File: src/isaPkg.sv
package isaPkg;

    localparam int opWidth = 3;
    localparam int progDepth = 8;   // pc wraps at this depth

    // opcode encoding taken straight from the switches
    typedef enum logic [opWidth-1:0]
    {
        opLoad    = 3'd0,   // memory top onto operand stack
        opStore   = 3'd1,   // operand top into memory stack
        opSub     = 3'd2,
        opAdd     = 3'd3,
        opMul     = 3'd4,
        opDiv     = 3'd5,
        opDisplay = 3'd6,
        opNop     = 3'd7
    } opcodeT;

    // value sits on the upper four switches
    typedef struct packed
    {
        logic [3:0] value;
        opcodeT     opcode;
    } switchWord;

endpackage

File: src/dataPkg.sv
package dataPkg;

    localparam int dataWidth = 4;
    localparam int operandDepth = 8;
    localparam int memDepth = 16;

    typedef logic [dataWidth-1:0] dataT;

    // at most one of push/pop/popTwo set
    typedef struct packed
    {
        logic push;
        logic pop;
        logic popTwo;
        logic fromMemory;   // push memory top instead of switch value
    } operandCmd;

    typedef struct packed
    {
        logic push;
        logic pop;
    } memCmd;

    typedef enum logic [2:0]
    {
        aluSub,
        aluAdd,
        aluMul,
        aluDiv,
        aluShow
    } aluOpT;

    // outA is the leftmost of four hex digits
    typedef struct packed
    {
        dataT outA;
        dataT outB;
        dataT hi;
        dataT lo;
    } resultWord;

endpackage

File: src/programMemory.sv
`timescale 1ns/1ps

module programMemory
(
    input  logic            clk,
    input  logic            reset,
    input  logic            progShift,
    input  isaPkg::opcodeT  newOp,
    input  logic [2:0]      pc,
    output isaPkg::opcodeT  progWord
);

    isaPkg::opcodeT prog [isaPkg::progDepth];

    assign progWord = prog[pc];

    // newest opcode always at address 0
    always_ff @(posedge clk)
    begin
        if (reset)
        begin
            for (int i = 0; i < isaPkg::progDepth; i++)
                prog[i] <= isaPkg::opLoad;
        end
        else if (progShift)
        begin
            prog[0] <= newOp;
            for (int i = 1; i < isaPkg::progDepth; i++)
                prog[i] <= prog[i-1];   // oldest falls off the end
        end
    end

endmodule

File: src/operandStack.sv
`timescale 1ns/1ps

module operandStack
(
    input  logic                clk,
    input  logic                reset,
    input  dataPkg::operandCmd  opCmd,
    input  dataPkg::dataT       swValue,
    input  dataPkg::dataT       memTop,
    output dataPkg::dataT       stackTop,
    output dataPkg::dataT       stackNext
);

    localparam int depth = dataPkg::operandDepth;

    dataPkg::dataT entry [depth];   // entry 0 is the top
    dataPkg::dataT pushWord;

    assign pushWord  = opCmd.fromMemory ? memTop : swValue;
    assign stackTop  = entry[0];
    assign stackNext = entry[1];

    always_ff @(posedge clk)
    begin
        if (reset)
        begin
            for (int i = 0; i < depth; i++)
                entry[i] <= '0;
        end
        else if (opCmd.push)
        begin
            // full stack loses its bottom entry
            entry[0] <= pushWord;
            for (int i = 1; i < depth; i++)
                entry[i] <= entry[i-1];
        end
        else if (opCmd.popTwo)
        begin
            for (int i = 0; i < depth - 2; i++)
                entry[i] <= entry[i+2];
            entry[depth-2] <= '0;
            entry[depth-1] <= '0;
        end
        else if (opCmd.pop)
        begin
            for (int i = 0; i < depth - 1; i++)
                entry[i] <= entry[i+1];
            entry[depth-1] <= '0;   // zero fill from bottom
        end
    end

endmodule

File: src/memoryStack.sv
`timescale 1ns/1ps

module memoryStack
(
    input  logic            clk,
    input  logic            reset,
    input  dataPkg::memCmd  mCmd,
    input  dataPkg::dataT   pushValue,
    output dataPkg::dataT   memTop
);

    localparam int depth = dataPkg::memDepth;

    dataPkg::dataT mem [depth];

    assign memTop = mem[0];

    always_ff @(posedge clk)
    begin
        if (reset)
        begin
            for (int i = 0; i < depth; i++)
                mem[i] <= '0;
        end
        else if (mCmd.push)
        begin
            mem[0] <= pushValue;
            for (int i = 1; i < depth; i++)
                mem[i] <= mem[i-1];
        end
        else if (mCmd.pop)
        begin
            for (int i = 0; i < depth - 1; i++)
                mem[i] <= mem[i+1];
            mem[depth-1] <= '0;
        end
    end

endmodule

File: src/arithUnit.sv
`timescale 1ns/1ps

module arithUnit
(
    input  logic                clk,
    input  logic                reset,
    input  logic                aluStrobe,
    input  dataPkg::aluOpT      aluOp,
    input  dataPkg::dataT       a,
    input  dataPkg::dataT       b,
    output dataPkg::resultWord  result
);

    dataPkg::resultWord nextResult;

    always_comb
    begin
        nextResult      = '0;
        nextResult.outA = a;
        nextResult.outB = b;
        case (aluOp)
            dataPkg::aluSub:
                nextResult.lo = a - b;   // mod 16
            dataPkg::aluAdd:
                nextResult.lo = a + b;
            dataPkg::aluMul:
                nextResult.lo = a * b;   // low nibble only
            dataPkg::aluDiv:
            begin
                if (b == '0)
                begin
                    // divide by zero saturates the quotient
                    nextResult.hi = '1;
                    nextResult.lo = a;
                end
                else
                begin
                    nextResult.hi = a / b;
                    nextResult.lo = a % b;
                end
            end
            dataPkg::aluShow:
                nextResult.outB = a;     // single value on both digits
            default:
                nextResult.outB = b;
        endcase
    end

    always_ff @(posedge clk)
    begin
        if (reset)
            result <= '0;
        else if (aluStrobe)
            result <= nextResult;
    end

endmodule

File: src/cpuController.sv
`timescale 1ns/1ps

module cpuController
(
    input  logic                clk,
    input  logic                reset,
    input  isaPkg::switchWord   sw,
    input  logic                loadOperand,
    input  logic                loadProgram,
    input  logic                runStep,
    input  logic                runExternal,
    input  isaPkg::opcodeT      progWord,
    output logic                ready,
    output logic                resultValid,
    output logic                progShift,
    output logic                aluStrobe,
    output logic [2:0]          pc,
    output dataPkg::operandCmd  opCmd,
    output dataPkg::memCmd      mCmd,
    output dataPkg::aluOpT      aluOp
);

    typedef enum logic [2:0]
    {
        stIdle,
        stLoadOperand,
        stLoadProgram,
        stFetch,
        stExecute,
        stReport
    } stateT;

    stateT          state;
    isaPkg::opcodeT instr;

    assign ready = (state == stIdle);

    always_ff @(posedge clk)
    begin
        if (reset)
        begin
            state       <= stIdle;
            pc          <= 3'd0;
            instr       <= isaPkg::opLoad;
            resultValid <= 1'b0;
        end
        else
        begin
            resultValid <= aluStrobe;   // one cycle after the result loads
            case (state)
                stIdle:
                begin
                    if (loadOperand)
                        state <= stLoadOperand;
                    else if (loadProgram)
                        state <= stLoadProgram;
                    else if (runStep)
                        state <= stFetch;
                    else if (runExternal)
                    begin
                        instr <= sw.opcode;   // pc untouched
                        state <= stExecute;
                    end
                end
                stFetch:
                begin
                    instr <= progWord;
                    pc    <= pc + 3'd1;     // wraps 7 -> 0
                    state <= stExecute;
                end
                stLoadOperand,
                stLoadProgram,
                stExecute:
                    state <= stReport;
                default:
                    state <= stIdle;
            endcase
        end
    end

    // stack and memory commands
    always_comb
    begin
        opCmd     = '0;
        mCmd      = '0;
        progShift = 1'b0;
        aluStrobe = 1'b0;
        case (state)
            stLoadOperand:
                opCmd.push = 1'b1;
            stLoadProgram:
                progShift = 1'b1;
            stExecute:
            begin
                case (instr)
                    isaPkg::opLoad:
                    begin
                        mCmd.pop         = 1'b1;
                        opCmd.push       = 1'b1;
                        opCmd.fromMemory = 1'b1;
                    end
                    isaPkg::opStore:
                    begin
                        opCmd.pop = 1'b1;
                        mCmd.push = 1'b1;
                    end
                    isaPkg::opSub,
                    isaPkg::opAdd,
                    isaPkg::opMul,
                    isaPkg::opDiv:
                    begin
                        opCmd.popTwo = 1'b1;
                        aluStrobe    = 1'b1;
                    end
                    isaPkg::opDisplay:
                    begin
                        opCmd.pop = 1'b1;
                        aluStrobe = 1'b1;
                    end
                    default:
                        aluStrobe = 1'b0;   // nop
                endcase
            end
            default:
                progShift = 1'b0;
        endcase
    end

    always_comb
    begin
        case (instr)
            isaPkg::opSub: aluOp = dataPkg::aluSub;
            isaPkg::opAdd: aluOp = dataPkg::aluAdd;
            isaPkg::opMul: aluOp = dataPkg::aluMul;
            isaPkg::opDiv: aluOp = dataPkg::aluDiv;
            default:       aluOp = dataPkg::aluShow;
        endcase
    end

endmodule

File: src/stackCpu.sv
`timescale 1ns/1ps

module stackCpu
(
    input  logic                clk,
    input  logic                reset,
    input  isaPkg::switchWord   sw,
    input  logic                loadOperand,
    input  logic                loadProgram,
    input  logic                runStep,
    input  logic                runExternal,
    output logic                ready,
    output logic                resultValid,
    output dataPkg::resultWord  result
);

    isaPkg::opcodeT     progWord;
    logic               progShift;
    logic               aluStrobe;
    logic [2:0]         pc;
    dataPkg::operandCmd opCmd;
    dataPkg::memCmd     mCmd;
    dataPkg::aluOpT     aluOp;
    dataPkg::dataT      stackTop;
    dataPkg::dataT      stackNext;
    dataPkg::dataT      memTop;

    cpuController i_cpuController
    (
        .clk         (clk),
        .reset       (reset),
        .sw          (sw),
        .loadOperand (loadOperand),
        .loadProgram (loadProgram),
        .runStep     (runStep),
        .runExternal (runExternal),
        .progWord    (progWord),
        .ready       (ready),
        .resultValid (resultValid),
        .progShift   (progShift),
        .aluStrobe   (aluStrobe),
        .pc          (pc),
        .opCmd       (opCmd),
        .mCmd        (mCmd),
        .aluOp       (aluOp)
    );

    programMemory i_programMemory
    (
        .clk       (clk),
        .reset     (reset),
        .progShift (progShift),
        .newOp     (sw.opcode),
        .pc        (pc),
        .progWord  (progWord)
    );

    operandStack i_operandStack
    (
        .clk       (clk),
        .reset     (reset),
        .opCmd     (opCmd),
        .swValue   (sw.value),
        .memTop    (memTop),
        .stackTop  (stackTop),
        .stackNext (stackNext)
    );

    // store pushes the operand top
    memoryStack i_memoryStack
    (
        .clk       (clk),
        .reset     (reset),
        .mCmd      (mCmd),
        .pushValue (stackTop),
        .memTop    (memTop)
    );

    arithUnit i_arithUnit
    (
        .clk       (clk),
        .reset     (reset),
        .aluStrobe (aluStrobe),
        .aluOp     (aluOp),
        .a         (stackTop),
        .b         (stackNext),
        .result    (result)
    );

endmodule

File: config.mk
export PLATFORM = sky130hd
export DESIGN_NAME = stackCpu
export DESIGN_NICKNAME = d
export VERILOG_FILES = /design/src/isaPkg.sv /design/src/dataPkg.sv /design/src/programMemory.sv /design/src/operandStack.sv /design/src/memoryStack.sv /design/src/arithUnit.sv /design/src/cpuController.sv /design/src/stackCpu.sv
export SDC_FILE = /design/constraint.sdc
export NUM_CORES = 1
export LEC_CHECK = 0
export BUFFER_PORTS_ARGS = -buffer_cell sky130_fd_sc_hd__buf_2
export CAP_MARGIN = 20
export CORE_ASPECT_RATIO = 2
export CORE_MARGIN = 4
export CORE_UTILIZATION = 52
export DETAILED_ROUTE_END_ITERATION = 10
export PLACE_DENSITY = 0.69
export SETUP_SLACK_MARGIN = 0.1
export SLEW_MARGIN = 10
export SYNTH_ARGS = -nofsm -noshare
export SYNTH_HDL_FRONTEND = slang
export SYNTH_SLANG_ARGS = --single-unit
File: constraint.sdc
create_clock -name clk -period 5.06 [get_ports clk]
set_input_delay 0.253 -clock clk [delete_from_list [all_inputs] [get_ports clk]]
set_output_delay 0.253 -clock clk [all_outputs]
set_load 0.02 [all_outputs]
==> flow_metrics.py <==
metrics = {
    "cts": {
        "cts-buffers-inserted": 17,
        "post_cts.repair.setup_buffers": 0,
        "clk_pin_slew_ns": 0.07,
        "clk_latency_ns": 0.42,
        "hold_buffers": 0,
        "ctsHtreeMaxLevel": 4,
        "clock-sinks": 149,
        "cts_resized": 0,
        "ctsLongestPathBuffers": 2,
        "cts_tree": "done",
        "cts_root_buf": "clkbuf_16",
    },
    "power": {
        "p_leak_nw": 3.21,
        "power_density_mw_per_mm2": 434,
        "peakVddDrop_mv": 0.233,
    },
    "worst_setup_path": {
        "critPathRequiredTime_ns": 5.38,
        "crit_path_max_fanout": 4,
        "setup.worst_path.end_class": "flop",
        "worst_ep_arrival_time_ns": 4.98,
        "regToRegSetupSlack_ns": 0.40,
        "startpoint_type": "flop",
        "crit_type": "reg2reg",
    },
    "route": {
        "vias_per_cell": 6.13,
        "drt-pass1-iter-count": 5,
        "vias": 5245,
        "routed_wl_mm": 17.9,
        "drt-initial-drc-count": 337,
        "drc_errors": 0,
        "final_antenna_net_count": 0,
        "wl_per_cell_um": 20.9,
    },
    "synthesis": {
        "yosys.area.top_type": "edfxtp_1",
        "synth_edf_count": 112,
        "synthCells": 628,
        "ys_seq_elements": 149,
        "yosysSeqAreaShare_pct": 55.2,
        "synth_ff_type": "edfxtp_1",
        "avgSynthCellArea_um2": 11.8,
        "yosys.area.top_type_share_pct": 45.2,
        "synthArstFlopShare_pct": 0,
        "syn_nets": 666,
        "synthesis.area_mm2": 0.00744,
        "yosysUniqueCellTypes": 64,
        "yosys_warnings": 0,
        "yosys-top-cells-area": "edfxtp_1 (45%), dfxtp_1 (10%), a22o_1 (7.2%)",
    },
    "cells_and_area": {
        "diodes": 0,
        "nets": 692,
        "syn2layout_area_growth_pct": 13.1,
        "multi_input_area_mm2": 0.00312,
        "fillers": 1142,
        "drive_gt1_share_pct": 16.2,
        "seq_area_mm2": 0.00410,
    },
    "sta": {
        "finalClockSkew_ns": 0.0113,
        "rsz0062_at_grt": "no",
        "worst_pin_slew_ns": 1.10,
        "finalHoldViolCount": 0,
        "relSlewSlack_pct": 26.8,
        "fin_tns_setup_ns": 0,
        "min_period_over_period_pct": 92.1,
        "min_period_ns": 4.66,
        "layout_setup_ws_ns": 0.398,
        "fmax_mhz": 215,
        "setup_viol": 0,
        "finalMaxSlewViolations": 0,
    },
    "floorplan": {
        "row_count": 61,
        "die-area_mm2": 0.0164,
        "die_h_um": 177,
        "core_area_mm2": 0.0140,
        "pin_count": 31,
        "die_x_um": 92.6,
        "initial_core_util_pct": 53.3,
    },
    "placement": {
        "pre_cts_slack_ns": 0.187,
        "dp_hpwl_mm": 13.0,
        "io_buffer_count": 30,
        "gp_congestion": 1.05,
    },
    "outcome": {
        "status": "finished, final reports clean",
    },
    "global_routing": {
        "antenna_found_initial": 0,
        "grt_pass1_wl_mm": 28.5,
        "track_usage_pct": 22.7,
        "grt_pass1_vias": 5291,
        "grt_overflow": 0,
        "grt_max_degree": 57,
    },
    "flow_run": {
        "drv_cap": 0,
    },
    "min_path": {
        "hp-class": "in2reg",
    },
}
## layer usage
layer	wire length, um	GRT usage, %	part of all wire [%]
met1	6370	24.1	36
met3	766	3.79	4.3
met5	0	0	0
met4	948	13.8	5.3
met2	9830	41.3	55
## registers in the layout (all words and copies together), names as in the netlist, named ones only
signal / count
i_memoryStack.mem: 64
i_operandStack.entry: 32
i_programMemory.prog: 24
i_arithUnit.result: 16
i_cpuController.instr: 3
i_cpuController.pc: 3
i_cpuController.state: 3
i_cpuController.resultValid: 1
## critical path: stages, from the launching register on
cell,delay (ns)
edfxtp_1,0.38
inv_1,0.14
ha_1,0.19
nor4b_2,0.26
a2bb2oi_2,0.21
ha_1,0.28
nor3_1,0.25
nor4_2,0.07
a21o_1,0.16
ha_1,0.33
o21bai_1,0.26
a21oi_2,0.09
mux2i_2,0.26
inv_1,0.09
fa_1,0.42
a21boi_0,0.17
o21ai_2,0.25
a21oi_1,0.11
a311o_1,0.34
a311oi_1,0.28
## final timing paths
path	from	endpoint	cells after the start
worst max-delay path	i_operandStack.entry[0][4]$_SDFFCE_PP0P_	i_arithUnit.result[0]$_SDFFE_PP0P_	19
worst min-delay path	loadOperand	i_cpuController.state[1]$_SDFFE_PP0P_	2
worst max register to register	i_operandStack.entry[0][4]$_SDFFCE_PP0P_	i_arithUnit.result[0]$_SDFFE_PP0P_	19
worst min register to register	i_arithUnit.result[12]$_SDFFE_PP0P_	i_arithUnit.result[12]$_SDFFE_PP0P_	2
## power breakdown
| group | switching (mW) | total [mW] | internal (mW) | leakage, nW |
|---|---|---|---|---|
| Clock | 0.559 | 1.21 | 0.650 | 0.269 |
| Sequential | 0.100 | 1.55 | 1.45 | 1.48 |
| Combinational | 0.527 | 0.886 | 0.359 | 1.46 |
## Yosys cell counts, drive strengths merged (6+ instances only)
cell,n
edfxtp,112
a22o,61
nand2,49
nor2,39
dfxtp,37
clkbuf,31
mux2i,31
o21ai,27
inv,24
ha,23
a21oi,22
and2,21
nor3,16
a22oi,10
buf,10
a222oi,8
nor2b,8
xnor2,7
a21o,6
a31oi,6
mux4,6
or3,6
## per-stage QoR
stage / utilization, % / power [mW] / hold WS (ns) / cell area (um^2) / std cells
2_1_floorplan: - / 2.15 / 0.332 / 7440 / 628
4_1_cts: 59.8 / 3.62 / 0.00960 / 8350 / 853
3_5_place_dp: 55.7 / 2.42 / 0.449 / 7780 / 821
3_3_place_gp: 55.7 / 2.39 / 0.448 / 7780 / 821
5_1_grt: 60.3 / 3.81 / 0.0238 / 8420 / 856
6_report: 60.3 / 3.65 / 0.0276 / 8420 / 856
## placed cells by master (no fill, tap or decap), types with 7 or more instances in the layout
cell type	count
nand2_1	49
dfxtp_1	37
ha_1	23
inv_1	24
and2_1	21
o21ai_0	24
a21oi_1	21
nor2b_1	8
edfxtp_1	112
buf_2	30
nor2_1	36
xnor2_1	7
mux2i_1	30
a222oi_1	8
a22oi_1	8
a22o_1	61
clkbuf_16	17
buf_4	16
nor3_1	14
## cell type report
| cell class | count | share of cell area [%] |
|---|---|---|
| clock buffers | 17 | 5.06 |
| flip-flops and latches | 149 | 48.8 |
| repair buffers | 48 | 3.57 |
| clock inverters | 15 | 1.67 |
| inverters | 24 | 1.07 |
| multi-input cells | 414 | 37.1 |
| well taps | 189 | 2.81 |
## cell families (layout without fill, tap and decap cells)
kind of cell,Yosys count,count (layout),synth area share (%)
flops,149,149,55.2
mux,39,39,6.29
simple gates,166,166,11.3
compound gates,171,171,17.4
fa+ha+maj,25,25,4.41
xor+xnor,13,13,1.90
buf+inv,65,104,3.55
No activity file was read; power rests on OpenSTA's default activity.
